--- src/common/tq_pkg.sv ---
`default_nettype none

package tq_pkg;

	localparam int RES_W  = 9;		// Residual sample, signed
	localparam int COEF_W = 15;		// Coefficient after 2-D transform
	localparam int LVL_W  = 15;		// Quantized level
	localparam int QP_W   = 6;
	localparam int QP_MAX = 51;
	localparam int ROW_W  = 4 * RES_W;
	localparam int CROW_W = 4 * COEF_W;
	localparam int MEM_W  = CROW_W + QP_W;	// QP in the top bits
	localparam int ADDR_W = 3;		// Bank bit and two row bits
	localparam int MF_W   = 14;
	localparam int QB_W   = 5;
	localparam int F_W    = 22;

	localparam logic [1:0] CLS_A = 2'd0;	// Row and column even
	localparam logic [1:0] CLS_B = 2'd1;	// Row and column odd
	localparam logic [1:0] CLS_C = 2'd2;

	localparam logic [MF_W-1:0] MF_A [6] = '{14'd13107, 14'd11916, 14'd10082,
		14'd9362, 14'd8192, 14'd7282};
	localparam logic [MF_W-1:0] MF_B [6] = '{14'd5243, 14'd4660, 14'd4194,
		14'd3647, 14'd3355, 14'd2893};
	localparam logic [MF_W-1:0] MF_C [6] = '{14'd8066, 14'd7490, 14'd6554,
		14'd5825, 14'd5243, 14'd4559};

	function automatic logic [MF_W-1:0] quant_mf(input logic [2:0] rem, input logic [1:0] cls);
		logic [2:0] idx;
		idx = (rem > 3'd5) ? 3'd5 : rem;
		case (cls)
			CLS_A:   return MF_A[idx];
			CLS_B:   return MF_B[idx];
			default: return MF_C[idx];
		endcase
	endfunction

endpackage

`default_nettype wire
--- src/design/tq_top.sv ---
`timescale 1ns/1ps
`default_nettype none

module tq_top import tq_pkg::*; #(
	parameter int NUM_BANKS = 2
) (
	input  logic               clk_i,
	input  logic               reset_i,
	input  logic               row_vld_i,
	input  logic [ROW_W-1:0]   row_i,
	input  logic [QP_W-1:0]    qp_i,
	output logic               busy_o,
	output logic               lvl_vld_o,
	output logic [4*LVL_W-1:0] lvl_o,
	output logic [1:0]         lvl_row_o,
	output logic               lvl_last_o
);

logic                 ld_req;
logic                 ld_gnt;
logic [ADDR_W-1:0]    ld_addr;
logic [MEM_W-1:0]     ld_wdata;
logic                 qn_req;
logic                 qn_gnt;
logic [ADDR_W-1:0]    qn_addr;
logic                 mem_we;
logic [ADDR_W-1:0]    mem_addr;
logic [MEM_W-1:0]     mem_wdata;
logic [MEM_W-1:0]     mem_rdata;
logic [NUM_BANKS-1:0] bank_full;

tq_blk_load #(.NUM_BANKS(NUM_BANKS)) u_load (
	.clk_i       (clk_i),
	.reset_i     (reset_i),
	.row_vld_i   (row_vld_i),
	.row_i       (row_i),
	.qp_i        (qp_i),
	.ld_gnt_i    (ld_gnt),
	.bank_full_i (bank_full),
	.busy_o      (busy_o),
	.ld_req_o    (ld_req),
	.ld_addr_o   (ld_addr),
	.ld_wdata_o  (ld_wdata)
);

tq_mem_arb u_arb (
	.clk_i       (clk_i),
	.reset_i     (reset_i),
	.ld_req_i    (ld_req),
	.ld_addr_i   (ld_addr),
	.ld_wdata_i  (ld_wdata),
	.qn_req_i    (qn_req),
	.qn_addr_i   (qn_addr),
	.ld_gnt_o    (ld_gnt),
	.qn_gnt_o    (qn_gnt),
	.mem_we_o    (mem_we),
	.mem_addr_o  (mem_addr),
	.mem_wdata_o (mem_wdata)
);

tq_coef_mem #(.NUM_BANKS(NUM_BANKS)) u_mem (
	.clk_i       (clk_i),
	.reset_i     (reset_i),
	.we_i        (mem_we),
	.re_i        (qn_gnt),		// Quantizer grant is the read strobe
	.addr_i      (mem_addr),
	.wdata_i     (mem_wdata),
	.rdata_o     (mem_rdata),
	.bank_full_o (bank_full)
);

tq_quant #(.NUM_BANKS(NUM_BANKS)) u_quant (
	.clk_i       (clk_i),
	.reset_i     (reset_i),
	.bank_full_i (bank_full),
	.qn_gnt_i    (qn_gnt),
	.mem_rdata_i (mem_rdata),
	.qn_req_o    (qn_req),
	.qn_addr_o   (qn_addr),
	.lvl_vld_o   (lvl_vld_o),
	.lvl_o       (lvl_o),
	.lvl_row_o   (lvl_row_o),
	.lvl_last_o  (lvl_last_o)
);

endmodule

`default_nettype wire

--- src/tq_quant/tq_quant.sv ---
`timescale 1ns/1ps
`default_nettype none

module tq_quant import tq_pkg::*; #(
	parameter int NUM_BANKS = 2
) (
	input  logic                 clk_i,
	input  logic                 reset_i,
	input  logic [NUM_BANKS-1:0] bank_full_i,
	input  logic                 qn_gnt_i,
	input  logic [MEM_W-1:0]     mem_rdata_i,
	output logic                 qn_req_o,
	output logic [ADDR_W-1:0]    qn_addr_o,
	output logic                 lvl_vld_o,
	output logic [4*LVL_W-1:0]   lvl_o,
	output logic [1:0]           lvl_row_o,
	output logic                 lvl_last_o
);

localparam int BANK_W = ADDR_W - 2;
localparam int ACC_W  = COEF_W + MF_W + 1;

logic [BANK_W-1:0]  bank_q;
logic [1:0]         row_q;
logic               rd_vld_q;		// Read data on mem_rdata_i
logic [1:0]         rd_row_q;
logic               lvl_vld_q;
logic               lvl_last_q;
logic [1:0]         lvl_row_q;
logic [4*LVL_W-1:0] lvl_q;
logic [4*MF_W-1:0]  mf;
logic [QB_W-1:0]    qbits;
logic [F_W-1:0]     f;
logic [COEF_W-1:0]  coef [4];
logic [COEF_W-1:0]  mag  [4];
logic [ACC_W-1:0]   acc  [4];
logic [ACC_W-1:0]   sh   [4];
logic [4*LVL_W-1:0] lvl_d;

assign qn_req_o  = bank_full_i[bank_q];
assign qn_addr_o = {bank_q, row_q};

tq_quant_scale u_scale (
	.qp_i    (mem_rdata_i[MEM_W-1 -: QP_W]),
	.row_i   (rd_row_q),
	.mf_o    (mf),
	.qbits_o (qbits),
	.f_o     (f)
);

// ========================================
// Level = sign * ((|W| * MF + f) >> qbits)
// ========================================
always_comb begin
	for (int c = 0; c < 4; c++) begin
		coef[c] = mem_rdata_i[c*COEF_W +: COEF_W];
		mag[c]  = coef[c][COEF_W-1] ? (~coef[c] + 1'b1) : coef[c];
		acc[c]  = mag[c] * mf[c*MF_W +: MF_W] + f;
		sh[c]   = acc[c] >> qbits;
		lvl_d[c*LVL_W +: LVL_W] = coef[c][COEF_W-1] ? (~sh[c][LVL_W-1:0] + 1'b1)
			: sh[c][LVL_W-1:0];
	end
end

always_ff @(posedge clk_i) begin
	if (qn_gnt_i) begin
		rd_row_q <= row_q;
	end
	if (rd_vld_q) begin
		lvl_q     <= lvl_d;
		lvl_row_q <= rd_row_q;
	end
end

always_ff @(posedge clk_i) begin
	if (reset_i) begin
		bank_q     <= '0;
		row_q      <= '0;
		rd_vld_q   <= 1'b0;
		lvl_vld_q  <= 1'b0;
		lvl_last_q <= 1'b0;
	end else begin
		rd_vld_q   <= qn_gnt_i;
		lvl_vld_q  <= rd_vld_q;
		lvl_last_q <= rd_vld_q & (rd_row_q == 2'd3);
		if (qn_gnt_i) begin
			row_q <= row_q + 2'd1;
			if (row_q == 2'd3) begin
				bank_q <= (bank_q == BANK_W'(NUM_BANKS - 1)) ? '0 : bank_q + 1'b1;
			end
		end
	end
end

assign lvl_vld_o  = lvl_vld_q;
assign lvl_o      = lvl_q;
assign lvl_row_o  = lvl_row_q;
assign lvl_last_o = lvl_last_q;

endmodule

`default_nettype wire

--- src/tq_quant/tq_quant_scale.sv ---
`timescale 1ns/1ps
`default_nettype none

module tq_quant_scale import tq_pkg::*; (
	input  logic [QP_W-1:0]   qp_i,
	input  logic [1:0]        row_i,
	output logic [4*MF_W-1:0] mf_o,
	output logic [QB_W-1:0]   qbits_o,
	output logic [F_W-1:0]    f_o
);

logic [QP_W-1:0] qp_lim;
logic [3:0]      qp_div;
logic [QP_W-1:0] qp_six;
logic [2:0]      qp_rem;
logic [1:0]      cls [4];
logic [23:0]     f_pat;

// ========================================
// QP split into qp/6 and qp%6
// ========================================
always_comb begin
	qp_lim = (qp_i > QP_W'(QP_MAX)) ? QP_W'(QP_MAX) : qp_i;
	if      (qp_lim >= 6'd48) qp_div = 4'd8;
	else if (qp_lim >= 6'd42) qp_div = 4'd7;
	else if (qp_lim >= 6'd36) qp_div = 4'd6;
	else if (qp_lim >= 6'd30) qp_div = 4'd5;
	else if (qp_lim >= 6'd24) qp_div = 4'd4;
	else if (qp_lim >= 6'd18) qp_div = 4'd3;
	else if (qp_lim >= 6'd12) qp_div = 4'd2;
	else if (qp_lim >= 6'd6)  qp_div = 4'd1;
	else                      qp_div = 4'd0;
	qp_six = {qp_div, 2'b00} + {1'b0, qp_div, 1'b0};	// 4q + 2q
	qp_rem = 3'(qp_lim - qp_six);
end

assign qbits_o = 5'd15 + {1'b0, qp_div};

// Floor of 2^qbits / 3 is an alternating bit pattern
assign f_pat = 24'h555555 >> (5'd24 - qbits_o);
assign f_o   = f_pat[F_W-1:0];

for (genvar c = 0; c < 4; c++) begin : g_col
	localparam bit COL_ODD = (c % 2) == 1;
	assign cls[c] = (row_i[0] != COL_ODD) ? CLS_C : (COL_ODD ? CLS_B : CLS_A);
	assign mf_o[c*MF_W +: MF_W] = quant_mf(qp_rem, cls[c]);
end

endmodule

`default_nettype wire

--- src/design/tq_coef_mem.sv ---
`timescale 1ns/1ps
`default_nettype none

module tq_coef_mem import tq_pkg::*; #(
	parameter int NUM_BANKS = 2
) (
	input  logic                 clk_i,
	input  logic                 reset_i,
	input  logic                 we_i,
	input  logic                 re_i,
	input  logic [ADDR_W-1:0]    addr_i,
	input  logic [MEM_W-1:0]     wdata_i,
	output logic [MEM_W-1:0]     rdata_o,
	output logic [NUM_BANKS-1:0] bank_full_o
);

localparam int DEPTH  = NUM_BANKS * 4;
localparam int BANK_W = ADDR_W - 2;

logic [MEM_W-1:0]     mem_q [DEPTH];
logic [MEM_W-1:0]     rdata_q;
logic [NUM_BANKS-1:0] full_q;
logic [BANK_W-1:0]    bank;
logic                 row_last;

assign bank     = addr_i[ADDR_W-1:2];
assign row_last = (addr_i[1:0] == 2'd3);

always_ff @(posedge clk_i) begin
	if (we_i) begin
		mem_q[addr_i] <= wdata_i;
	end
	if (re_i) begin
		rdata_q <= mem_q[addr_i];	// One cycle read
	end
end

always_ff @(posedge clk_i) begin
	if (reset_i) begin
		full_q <= '0;
	end else begin
		for (int b = 0; b < NUM_BANKS; b++) begin
			if (we_i && row_last && bank == BANK_W'(b)) begin
				full_q[b] <= 1'b1;
			end else if (re_i && row_last && bank == BANK_W'(b)) begin
				full_q[b] <= 1'b0;
			end
		end
	end
end

assign rdata_o     = rdata_q;
assign bank_full_o = full_q;

endmodule

`default_nettype wire

--- src/design/tq_mem_arb.sv ---
`timescale 1ns/1ps
`default_nettype none

module tq_mem_arb import tq_pkg::*; (
	input  logic              clk_i,
	input  logic              reset_i,
	input  logic              ld_req_i,
	input  logic [ADDR_W-1:0] ld_addr_i,
	input  logic [MEM_W-1:0]  ld_wdata_i,
	input  logic              qn_req_i,
	input  logic [ADDR_W-1:0] qn_addr_i,
	output logic              ld_gnt_o,
	output logic              qn_gnt_o,
	output logic              mem_we_o,
	output logic [ADDR_W-1:0] mem_addr_o,
	output logic [MEM_W-1:0]  mem_wdata_o
);

logic last_ld_q;				// Loader won the last grant

// On a conflict the side that lost last time wins
assign ld_gnt_o = ld_req_i & (~qn_req_i | ~last_ld_q);
assign qn_gnt_o = qn_req_i & ~ld_gnt_o;

assign mem_we_o    = ld_gnt_o;		// Loader only writes
assign mem_addr_o  = ld_gnt_o ? ld_addr_i : qn_addr_i;
assign mem_wdata_o = ld_wdata_i;

always_ff @(posedge clk_i) begin
	if (reset_i) begin
		last_ld_q <= 1'b0;
	end else if (ld_gnt_o) begin
		last_ld_q <= 1'b1;
	end else if (qn_gnt_o) begin
		last_ld_q <= 1'b0;
	end
end

endmodule

`default_nettype wire

--- src/design/tq_blk_load.sv ---
`timescale 1ns/1ps
`default_nettype none

module tq_blk_load import tq_pkg::*; #(
	parameter int NUM_BANKS = 2
) (
	input  logic                 clk_i,
	input  logic                 reset_i,
	input  logic                 row_vld_i,
	input  logic [ROW_W-1:0]     row_i,
	input  logic [QP_W-1:0]      qp_i,
	input  logic                 ld_gnt_i,
	input  logic [NUM_BANKS-1:0] bank_full_i,
	output logic                 busy_o,
	output logic                 ld_req_o,
	output logic [ADDR_W-1:0]    ld_addr_o,
	output logic [MEM_W-1:0]     ld_wdata_o
);

localparam int BANK_W = ADDR_W - 2;

logic signed [RES_W-1:0]  samp_q [4][4];
logic signed [COEF_W-1:0] dct_d  [4][4];	// Column major, [freq_h][freq_v]
logic [CROW_W-1:0]        coef_q [4];
logic [QP_W-1:0]          qp_q;
logic [1:0]               cnt_q;
logic                     cap_q;		// Block complete, capture next edge
logic                     wr_act_q;
logic [1:0]               wr_row_q;
logic [BANK_W-1:0]        bank_q;
logic                     busy_q;
logic                     row_take;
logic                     row_last;

assign row_take = row_vld_i & ~busy_q;
assign row_last = row_take & (cnt_q == 2'd3);

tq_dct_4x4 u_dct (
	.dct_s00_i(samp_q[0][0]), .dct_s01_i(samp_q[0][1]), .dct_s02_i(samp_q[0][2]), .dct_s03_i(samp_q[0][3]),
	.dct_s10_i(samp_q[1][0]), .dct_s11_i(samp_q[1][1]), .dct_s12_i(samp_q[1][2]), .dct_s13_i(samp_q[1][3]),
	.dct_s20_i(samp_q[2][0]), .dct_s21_i(samp_q[2][1]), .dct_s22_i(samp_q[2][2]), .dct_s23_i(samp_q[2][3]),
	.dct_s30_i(samp_q[3][0]), .dct_s31_i(samp_q[3][1]), .dct_s32_i(samp_q[3][2]), .dct_s33_i(samp_q[3][3]),
	.dct_d00_o(dct_d[0][0]), .dct_d01_o(dct_d[0][1]), .dct_d02_o(dct_d[0][2]), .dct_d03_o(dct_d[0][3]),
	.dct_d10_o(dct_d[1][0]), .dct_d11_o(dct_d[1][1]), .dct_d12_o(dct_d[1][2]), .dct_d13_o(dct_d[1][3]),
	.dct_d20_o(dct_d[2][0]), .dct_d21_o(dct_d[2][1]), .dct_d22_o(dct_d[2][2]), .dct_d23_o(dct_d[2][3]),
	.dct_d30_o(dct_d[3][0]), .dct_d31_o(dct_d[3][1]), .dct_d32_o(dct_d[3][2]), .dct_d33_o(dct_d[3][3])
);

always_ff @(posedge clk_i) begin
	if (row_take) begin
		for (int r = 0; r < 3; r++) begin
			samp_q[r] <= samp_q[r+1];	// Oldest row ends up in row 0
		end
		for (int c = 0; c < 4; c++) begin
			samp_q[3][c] <= row_i[c*RES_W +: RES_W];
		end
		if (cnt_q == 2'd0) begin
			qp_q <= qp_i;
		end
	end
	if (cap_q) begin
		for (int r = 0; r < 4; r++) begin
			coef_q[r] <= {dct_d[3][r], dct_d[2][r], dct_d[1][r], dct_d[0][r]};
		end
	end
end

always_ff @(posedge clk_i) begin
	if (reset_i) begin
		cnt_q    <= '0;
		cap_q    <= 1'b0;
		wr_act_q <= 1'b0;
		wr_row_q <= '0;
		bank_q   <= '0;
		busy_q   <= 1'b0;
	end else begin
		cap_q <= row_last;
		if (row_take) begin
			cnt_q <= cnt_q + 2'd1;
		end
		if (cap_q) begin
			wr_act_q <= 1'b1;
		end
		if (ld_gnt_i) begin
			wr_row_q <= wr_row_q + 2'd1;
			if (wr_row_q == 2'd3) begin
				wr_act_q <= 1'b0;
				bank_q   <= (bank_q == BANK_W'(NUM_BANKS - 1)) ? '0 : bank_q + 1'b1;
			end
		end
		if (row_last) begin
			busy_q <= 1'b1;
		end else if (~cap_q & ~wr_act_q & ~bank_full_i[bank_q]) begin
			busy_q <= 1'b0;			// Wait for the next bank to drain
		end
	end
end

assign busy_o     = busy_q;
assign ld_req_o   = wr_act_q;
assign ld_addr_o  = {bank_q, wr_row_q};
assign ld_wdata_o = {qp_q, coef_q[wr_row_q]};

endmodule

`default_nettype wire

--- src/design/tq_dct_4x4.sv ---
`timescale 1ns/1ps
`default_nettype none

module tq_dct_4x4 import tq_pkg::*; (
	input  logic signed [RES_W-1:0]  dct_s00_i, dct_s01_i, dct_s02_i, dct_s03_i,
	input  logic signed [RES_W-1:0]  dct_s10_i, dct_s11_i, dct_s12_i, dct_s13_i,
	input  logic signed [RES_W-1:0]  dct_s20_i, dct_s21_i, dct_s22_i, dct_s23_i,
	input  logic signed [RES_W-1:0]  dct_s30_i, dct_s31_i, dct_s32_i, dct_s33_i,
	output logic signed [COEF_W-1:0] dct_d00_o, dct_d01_o, dct_d02_o, dct_d03_o,
	output logic signed [COEF_W-1:0] dct_d10_o, dct_d11_o, dct_d12_o, dct_d13_o,
	output logic signed [COEF_W-1:0] dct_d20_o, dct_d21_o, dct_d22_o, dct_d23_o,
	output logic signed [COEF_W-1:0] dct_d30_o, dct_d31_o, dct_d32_o, dct_d33_o
);

localparam int MID_W = RES_W + 3;

// Horizontal pass result, first index is the sample row
logic signed [MID_W-1:0] h00, h01, h02, h03;
logic signed [MID_W-1:0] h10, h11, h12, h13;
logic signed [MID_W-1:0] h20, h21, h22, h23;
logic signed [MID_W-1:0] h30, h31, h32, h33;

// ========================================
// Row transforms
// ========================================
tq_dct4 #(.IN_W(RES_W)) u_row0 (
	.s0_i(dct_s00_i), .s1_i(dct_s01_i), .s2_i(dct_s02_i), .s3_i(dct_s03_i),
	.d0_o(h00), .d1_o(h01), .d2_o(h02), .d3_o(h03)
);
tq_dct4 #(.IN_W(RES_W)) u_row1 (
	.s0_i(dct_s10_i), .s1_i(dct_s11_i), .s2_i(dct_s12_i), .s3_i(dct_s13_i),
	.d0_o(h10), .d1_o(h11), .d2_o(h12), .d3_o(h13)
);
tq_dct4 #(.IN_W(RES_W)) u_row2 (
	.s0_i(dct_s20_i), .s1_i(dct_s21_i), .s2_i(dct_s22_i), .s3_i(dct_s23_i),
	.d0_o(h20), .d1_o(h21), .d2_o(h22), .d3_o(h23)
);
tq_dct4 #(.IN_W(RES_W)) u_row3 (
	.s0_i(dct_s30_i), .s1_i(dct_s31_i), .s2_i(dct_s32_i), .s3_i(dct_s33_i),
	.d0_o(h30), .d1_o(h31), .d2_o(h32), .d3_o(h33)
);

// ========================================
// Column transforms, output dct_dKJ is
// horizontal freq K, vertical freq J
// ========================================
tq_dct4 #(.IN_W(MID_W)) u_col0 (
	.s0_i(h00), .s1_i(h10), .s2_i(h20), .s3_i(h30),
	.d0_o(dct_d00_o), .d1_o(dct_d01_o), .d2_o(dct_d02_o), .d3_o(dct_d03_o)
);
tq_dct4 #(.IN_W(MID_W)) u_col1 (
	.s0_i(h01), .s1_i(h11), .s2_i(h21), .s3_i(h31),
	.d0_o(dct_d10_o), .d1_o(dct_d11_o), .d2_o(dct_d12_o), .d3_o(dct_d13_o)
);
tq_dct4 #(.IN_W(MID_W)) u_col2 (
	.s0_i(h02), .s1_i(h12), .s2_i(h22), .s3_i(h32),
	.d0_o(dct_d20_o), .d1_o(dct_d21_o), .d2_o(dct_d22_o), .d3_o(dct_d23_o)
);
tq_dct4 #(.IN_W(MID_W)) u_col3 (
	.s0_i(h03), .s1_i(h13), .s2_i(h23), .s3_i(h33),
	.d0_o(dct_d30_o), .d1_o(dct_d31_o), .d2_o(dct_d32_o), .d3_o(dct_d33_o)
);

endmodule

module tq_dct4 #(
	parameter int IN_W = 9
) (
	input  logic signed [IN_W-1:0] s0_i, s1_i, s2_i, s3_i,
	output logic signed [IN_W+2:0] d0_o, d1_o, d2_o, d3_o
);

logic signed [IN_W+2:0] sum03, sum12, dif12, dif03;

assign sum03 = s0_i + s3_i;		// Operands sign extend to the full width
assign sum12 = s1_i + s2_i;
assign dif12 = s1_i - s2_i;
assign dif03 = s0_i - s3_i;

assign d0_o = sum03 + sum12;
assign d1_o = (dif03 <<< 1) + dif12;
assign d2_o = sum03 - sum12;
assign d3_o = dif03 - (dif12 <<< 1);

endmodule

`default_nettype wire

--- config.mk ---
export PLATFORM = sky130hd
export DESIGN_NAME = tq_top
export DESIGN_NICKNAME = d
export VERILOG_FILES = /design/src/common/tq_pkg.sv /design/src/design/tq_top.sv /design/src/tq_quant/tq_quant.sv /design/src/tq_quant/tq_quant_scale.sv /design/src/design/tq_coef_mem.sv /design/src/design/tq_mem_arb.sv /design/src/design/tq_blk_load.sv /design/src/design/tq_dct_4x4.sv
export SDC_FILE = /design/constraint.sdc
export NUM_CORES = 2
export LEC_CHECK = 0
export ABC_CLOCK_PERIOD_IN_PS = 13000
export BUFFER_PORTS_ARGS = -buffer_cell sky130_fd_sc_hd__buf_2
export CORE_ASPECT_RATIO = 1.4
export CORE_MARGIN = 2
export CORE_UTILIZATION = 44
export DETAILED_ROUTE_END_ITERATION = 12
export HOLD_SLACK_MARGIN = 0.03
export PLACE_DENSITY = 0.7
export SYNTH_ARGS = -nofsm -noshare
export SYNTH_HDL_FRONTEND = slang
export SYNTH_SLANG_ARGS = --single-unit
export TNS_END_PERCENT = 1
--- constraint.sdc ---
create_clock -name clk_i -period 13 [get_ports clk_i]
set_input_delay 0.65 -clock clk_i [delete_from_list [all_inputs] [get_ports clk_i]]
set_output_delay 0.65 -clock clk_i [all_outputs]
set_load 0.01 [all_outputs]
### After elaboration in Yosys (flattened, before gate mapping)

Memory sizes are Yosys's and may differ from the RTL's. A register that Yosys moved wholly into a read port is not among the register bits.
Index checks and enable logic that the tools add are counted.
Widths: inputs -> output; s select.

| word-level totals | value |
|---|---|
| flip-flop bits (word level) | 87 |
| bits in writable memories | 912 |
| bits in read-only memories | 336 |
| input port bits | 45 |
| output and inout port bits | 65 |
| word-level logic and storage cells | 233 |
| memories | 6 |

| cells by class | value |
|---|---|
| $add $sub $neg | 85 |
| multipliers | 4 |
| $lt $le $gt $ge | 13 |
| eq/ne operators | 7 |
| shift-type cells | 5 |
| muxes and demuxes | 54 |
| bitwise gates (word level) | 25 |
| reductions and logical operators | 16 |

Memory list:

| memory | depth | bits a word | rd ports | clocked after memory_dff | wr ports | RTL line | text |
|---|---|---|---|---|---|---|---|
| u_mem.mem_q | 8 | 66 | 1 | 1 | 1 | tq_coef_mem.sv:20 | `logic [MEM_W-1:0] mem_q [DEPTH];` |
| u_load.coef_q | 4 | 60 | 1 | 1 | 4 | tq_blk_load.sv:24 | `logic [CROW_W-1:0] coef_q [4];` |
| u_load.samp_q | 4 | 36 | 4 | 0 | 4 | tq_blk_load.sv:22 | `logic signed [RES_W-1:0] samp_q [4][4];` |
| (name not given) | 8 | 14 | 1 | 0 | 0 | tq_pkg.sv:35 | `default: return MF_C[idx];` |
| (name not given) | 8 | 14 | 1 | 0 | 0 | tq_pkg.sv:34 | `CLS_B: return MF_B[idx];` |
| (name not given) | 8 | 14 | 1 | 0 | 0 | tq_pkg.sv:33 | `CLS_A: return MF_A[idx];` |

Operator list:

| cell | number |
|---|---|
| $add 15x1->15 const B | 8 |
| $add 29x22->30 | 4 |
| $mux 15 | 8 |
| $not 15->15 | 8 |
| $shr 30x5->15 | 4 |
| $mul 15x14->29 | 4 |
| $mux 14 | 6 |
| $add 9x9->10 | 8 |
| $sub 9x9->10 | 8 |
| $add 12x12->13 | 6 |
| $sub 12x12->13 | 6 |
| $add 15x15->15 | 4 |
| $sub 15x15->15 | 4 |
| $pmux 14 s2 | 2 |
| $add 11x10->12 | 4 |
| $add 11x11->12 | 4 |
| $sub 10x11->12 | 4 |
| $sub 11x11->12 | 4 |
| $add 10x10->11 | 4 |
| $sub 10x10->11 | 4 |
| $add 13x13->14 | 2 |
| $sub 13x13->14 | 2 |
| $mux 1 | 24 |
| $shr 23x5->22 const A | 1 |
| 28 further kinds | 76 |

### Logic depth before layout (Yosys ltp)

| logic depth | value |
|---|---|
| depth after elaboration | 26 |
| depth in mapped cells | 51 |

### Cells and area by module

From an unflattened synthesis, not the netlist that was laid out.

| unflattened totals | value |
|---|---|
| cell total of the unflattened synthesis | 11145 |
| area total of the unflattened synthesis | 112581.7 µm² |

By module, submodules not included:

| module | times used | cells each | area an instance (µm²) | sequential area each (µm²) |
|---|---|---|---|---|
| tq_quant | 1 | 5360 | 43630.6 | 2042.0 |
| tq_coef_mem | 1 | 923 | 22317.7 | 17877.1 |
| tq_dct4 (u_load.u_dct.u_col1 ...) | 3 | 610 | 4673.2 | 0.0 |
| tq_blk_load | 1 | 502 | 13616.8 | 11911.4 |
| tq_dct4 (u_load.u_dct.u_col0) | 1 | 600 | 4431.8 | 0.0 |
| tq_dct4 (u_load.u_dct.u_row1) | 1 | 444 | 3365.7 | 0.0 |
| tq_dct4 (u_load.u_dct.u_row3) | 1 | 408 | 3130.5 | 0.0 |
| tq_dct4 (u_load.u_dct.u_row2) | 1 | 411 | 3110.5 | 0.0 |
| tq_dct4 (u_load.u_dct.u_row0) | 1 | 406 | 3080.5 | 0.0 |
| tq_quant_scale | 1 | 185 | 1277.5 | 0.0 |
| tq_mem_arb | 1 | 76 | 600.6 | 20.0 |

### Worst setup path after synthesis

OpenSTA, ideal clock, no wires.

| path | value |
|---|---|
| kind | reg-to-reg |
| start point | reg u_mem.rdata_q[65] (netlist: u_mem.rdata_o[65]) (read register of u_mem.mem_q) |
| end point | reg u_quant.lvl_q[44] (netlist: u_quant.lvl_o[44]) (data pin) |
| library setup time | 0.261 ns |
| arrival time | 12.195 ns |
| data required time | 12.739 ns |
| slack | 0.544 ns |
| cell stages (with the launch flop) | 47 |
| buffers on the path | 10 |
| period minus slack after synthesis | 12.456 ns |
| path through | edfxtp_1 > buf_2 > or4bb_1 > o211a_1 > nand2_1 > buf_4 > buf_2 > buf_2 > buf_1 > clkbuf_1 > clkbuf_1 > ha_1 > xnor2_1 > xnor2_2 > nor2_1 > nor2_1 > inv_1 > ha_1 > [11 not listed] > inv_1 > fa_1 > fa_1 > inv_1 > ha_1 > clkbuf_1 > a21oi_1 > o21ai_0 > or4_1 > or3_1 > o221ai_1 > nor2_1 > a311oi_1 > a2111oi_0 > or3_1 > or2_0 > or3_1 > a311o_1 |

| on the way | value |
|---|---|
| word-level cells in the longest chain between the ends | 26 |
| elaborated cells on any way between the ends | 42 |
| classes of those cells | 6 x add/sub; 1 x mul; 10 x order compare; 2 x shift; 18 x mux; 2 x bitwise; 3 x memory |

RTL lines:

| what | RTL line | text |
|---|---|---|
| start, declared | tq_coef_mem.sv:21 | `logic [MEM_W-1:0] rdata_q;` |
| $gt 6x6->1 | tq_quant_scale.sv:23 | `qp_lim = (qp_i > QP_W'(QP_MAX)) ? QP_W'(QP_MAX) : qp_i;` |
| $mux 6 (*) | tq_quant_scale.sv:23 |  |
| $ge 6x3->1 | tq_quant_scale.sv:31 | `else if (qp_lim >= 6'd6) qp_div = 4'd1;` |
| $mux 1 | tq_quant_scale.sv:31 |  |
| $mux 2 | tq_quant_scale.sv:30 | `else if (qp_lim >= 6'd12) qp_div = 4'd2;` |
| $mux 2 | tq_quant_scale.sv:29 | `else if (qp_lim >= 6'd18) qp_div = 4'd3;` |
| $mux 3 | tq_quant_scale.sv:28 | `else if (qp_lim >= 6'd24) qp_div = 4'd4;` |
| $mux 3 | tq_quant_scale.sv:27 | `else if (qp_lim >= 6'd30) qp_div = 4'd5;` |
| [11 not listed] | - |  |
| $pmux 14 s2 | tq_pkg.sv:32 | `case (cls)` |
| $mul 15x14->29 | tq_quant.sv:58 | `acc[c] = mag[c] * mf[c*MF_W +: MF_W] + f;` |
| $add 29x22->30 | tq_quant.sv:58 |  |
| $shr 30x5->15 (*) | tq_quant.sv:59 | `sh[c] = acc[c] >> qbits;` |
| $not 15->15 | tq_quant.sv:60 | `lvl_d[c*LVL_W +: LVL_W] = coef[c][COEF_W-1] ? (~sh[c][LVL_W-1:0] + 1'b1)` |
| $add 15x1->15 | tq_quant.sv:60 |  |
| $mux 15 (*) | tq_quant.sv:60 |  |
| via u_quant.lvl_d[44] | tq_quant.sv:38 | `logic [4*LVL_W-1:0] lvl_d;` |
| end signal, assigned | tq_quant.sv:70 | `lvl_q <= lvl_d;` |
| end, declared | tq_quant.sv:30 | `logic [4*LVL_W-1:0] lvl_q;` |

Mark *: on every way through the listed nets, which the timed path passes. The rest lies on a longest branch. The select of a mux whose other input is x is not followed.
A chain may end at the register's enable or synchronous reset.

### Final worst setup path

| path | value |
|---|---|
| start point | reg u_mem.rdata_q[64] (netlist: u_mem.rdata_o[64]) (read register of u_mem.mem_q) |
| end point | reg u_quant.lvl_q[23] (netlist: u_quant.lvl_o[23]) (data pin) |

| on the way | value |
|---|---|
| word-level cells in the longest chain between the ends | 26 |
| elaborated cells on any way between the ends | 42 |
| classes of those cells | 6 x add/sub; 1 x mul; 10 x order compare; 2 x shift; 18 x mux; 2 x bitwise; 3 x memory |

RTL lines:

| what | RTL line |
|---|---|
| $gt 6x6->1 | tq_quant_scale.sv:23 |
| $mux 6 (*) | tq_quant_scale.sv:23 |
| $ge 6x3->1 | tq_quant_scale.sv:31 |
| $mux 1 | tq_quant_scale.sv:31 |
| $mux 2 | tq_quant_scale.sv:30 |
| $mux 2 | tq_quant_scale.sv:29 |
| $mux 3 | tq_quant_scale.sv:28 |
| $mux 3 | tq_quant_scale.sv:27 |
| [11 not listed] | - |
| $pmux 14 s2 | - |
| $mul 15x14->29 | tq_quant.sv:58 |
| $add 29x22->30 | tq_quant.sv:58 |
| $shr 30x5->15 (*) | tq_quant.sv:59 |
| $not 15->15 | tq_quant.sv:60 |
| $add 15x1->15 | tq_quant.sv:60 |
| $mux 15 (*) | tq_quant.sv:60 |
| via u_quant.lvl_d[23] | tq_quant.sv:38 |

Marked as above.

==> metrics.md <==
| Metric | Value |
|---|---|
| Status | complete, no violations |
| Starting Density | 44.15% |
| Post-DP Area | about 100000 um^2 |
| Nets | ~12000 |
| # IOs | 110 |
| Clock Skew | 0.06164 ns |
| Post-synth EDFFs | 1032 |
| RSZ-0062 raised after global routing | false |
| Longest Clk Path Bufs | 3 |
| Global-route wire length before repair | 459.4 mm |
| Count of different cell masters after synthesis | 104 |
| Relative slew slack | 9.994% |
| Crit path time final | roughly 12 ns |
| Via density | 5.565 |
| DP HPWL | around 250 mm |
| Worst-Margin Slew | 1.340 ns |
| Filler Cell Count | ~21000 |
| Maximum Capacitance Violations | 0 |
| Vias in the first global route | just under 80000 |
| Setup violators final | 0 |
| Cts bufs inserted | a little over 100 |
| Min-Delay Path Class | in2reg |
| Crit end category | flop |
| Sink Count | 1051 |
| Tcrit/Tclk final | 94.72% |
| Netlist Area Pre-Place | approximately 100000 um^2 |
| DRC Markers | 0 |
| CTS tree | yes |
| Final-report max-slew violation count | 0 |
| Synth top area share | 31.01% |
| Iter 0 DRT Violations | 5252 |
| Final ANT Viol Nets | 0 |
| Initial antenna violation count | 3 |
| PortBufs | 109 |
| Commonest non-fill, non-tap cells in the layout | 1409 x inv_1, 1291 x nand2_1, 1095 x ha_1, 1032 x edfxtp_1, 906 x nor2_1 |
| Synth area leaders | edfxtp_1 31%, fa_1 15%, ha_1 14%, inv_1 5.3%, nand2_1 4.9% |
| Worst Path Arrival | 12.77 ns |
| Chip Height | 567.9 um |
| Cell taking the most area after synthesis | edfxtp_1 |
| Final Wtd Congestion | 1.018 |
| Critical Path Start Type | flop |
| Ys async rst share | 0% |
| Warnings, synthesis | 0 |
| Die area | 231000 um^2 |
| Vias | 75860 |
| Cells after Synth | 10450 |
| Routed wire length | 305.2 mm |
| Fraction of layout instances using a drive strength above 1 | just over 6% |
| Core outline area | 226400 um^2 |
| Die X | 406.8 um |
| Latest clock arrival within the worst-skew pair | 0.78 ns |
| Most used DFF post-synth | edfxtp_1 |
| Slowest CP cell | nor4_1 |
| Area growth syn-to-layout | 8.387% |
| CTS clock-pin slew for the worst setup and hold paths | about 0.070 ns |
| WS Path Type | reg2reg |
| GRT Residual Overflow | 0 |
| Row count | 207 |
| Commonest non-fill, non-tap cell in the layout | inv_1 |
| Syn nets | 12330 |
| #FFs+latches synth | 1051 |
| Htree depth | 3 |
| Seq/Total Area, Yosys | 31.39% |
| Crit Path Max Fanout | 18 |
| Setup TNS | 0 ns |
| Largest net degree at the start of global routing | 93 |
| Final Hold Viols | 0 |
| CP most frequent cell | fa_1 |
| Synthesized area per cell | roughly 9.6 um^2 |
| Worst EP required | 13.46 ns |
| Total GRT Usage | 26.18% |
| Slowest stage delay, CP | 1.00 ns |
| Root cell of the clock tree | clkbuf_16 |
| Final instance area | 108300 um^2 |
| WL/cell | 22.39 um |
| First-pass DRT Iterations | 7 |
| FMAX | 0.08121 GHz |
timing repair:
action                                  4_1_cts  5_1_grt
hold buffers                                 24        0
endpoints found under the setup margin        0       34
gates resized for setup                       0        8
hold endpoints to repair                     24        0
setup buffers                                 0        2
state kept, by name (all words and copies together), names as in the netlist, 2 cells and up, named ones only:
register and cells:
u_quant.lvl_row_o 2, u_load.coef_q 224, u_quant.rd_row_q 2, u_mem.rdata_o 66, u_load.cnt_q 2, u_quant.lvl_o 60
u_load.samp_q 144, u_mem.mem_q 528, u_load.qp_q 6, u_mem.bank_full_o 2, u_load.wr_row_q 2, u_quant.row_q 2
through the flow:
stage | instances | utilization, % | setup slack, ns | hold slack [ns]
detailed placement | 13410 | 46.13 | 0.2309 | 0.4695
CTS | 13630 | 47.81 | 0.2070 | 0.05010
global placement | 13410 | 46.13 | 0.4861 | 0.4640
floorplan | 10450 | - | 0.5439 | 0.4180
global route | 13630 | 47.85 | 0.05458 | 0.06419
finish | 13630 | 47.85 | 0.6865 | 0.09487
cell type report:
class,count,area (um^2),share of cell area (%)
multi-input combinational,7641,62230,57.45
sequential,1051,31380,28.97
inverter,1418,5323,4.914
tap,3030,3791,3.500
clock buffer,120,2671,2.466
timing repair buffer,297,2029,1.874
clock inverter,72,890.9,0.8224
antenna,2,5.005,0.004620
logic make-up (layout without fill, tap and decap cells):
kind of cell / Yosys count / after routing / synth area share [%]
buffers and inverters: 1757 / 1907 / 6.616
flip-flops: 1051 / 1051 / 31.39
other: 0 / 2 / 0
multiplexers: 121 / 121 / 1.867
XOR/XNOR: 705 / 705 / 6.186
AO/OA/AOI/OAI: 1836 / 1836 / 11.78
adder cells (fa/ha/maj): 1834 / 1834 / 28.50
AND/OR/NAND/NOR: 3145 / 3145 / 13.66
routing by layer:
metal	part of all wire, %	global-route usage, %	vias to the layer above
li1	-	-	35300
met1	36	28.01	37240
met2	51	47.33	2474
met3	4.8	3.168	845
met4	8.5	18.65	2
met5	0.0052	0	-
critical path, delay by kind of cell (launching register included):
kind            cells  cell delay (ns)
xor+xnor            3             0.93
flops               1             0.69
fa+ha+maj          10             4.25
compound gates      6             1.54
buf+inv             5             0.52
simple gates       14             4.07
synthesized netlist by cell type, drive strengths merged, types with 39 or more instances:
library cell	count
o21ai	395
mux4	49
ha	1095
a21boi	43
a21o	128
o21a	43
nand2	1294
nand3	385
nor3	119
xor2	243
xnor2	462
nor2b	57
o21bai	245
inv	1414
nor2	915
a211oi	58
a21oi	558
clkbuf	300
and2	43
buf	39
and3	40
mux2i	39
nand2b	83
nand4	48
fa	738
o211ai	47
edfxtp	1032
o31ai	43
final timing paths:
check / startpoint / cells after the start / end / slack, ns
max: u_mem.rdata_o[64]$_DFFE_PP_ / 38 / u_quant.lvl_o[23]$_DFFE_PP_ / 0.69
min: row_i[6] / 1 / u_load.samp_q[3][33]$_DFFE_PP_ / 0.09
max reg2reg: u_mem.rdata_o[64]$_DFFE_PP_ / 38 / u_quant.lvl_o[23]$_DFFE_PP_ / 0.69
min reg2reg: u_load.samp_q[3][6]$_DFFE_PP_ / 0 / u_load.samp_q[2][6]$_DFFE_PP_ / 0.45
Power is left out: the tool's default activity adds up to more than one toggle a clock period on the data nets, which glitch-free logic cannot reach.
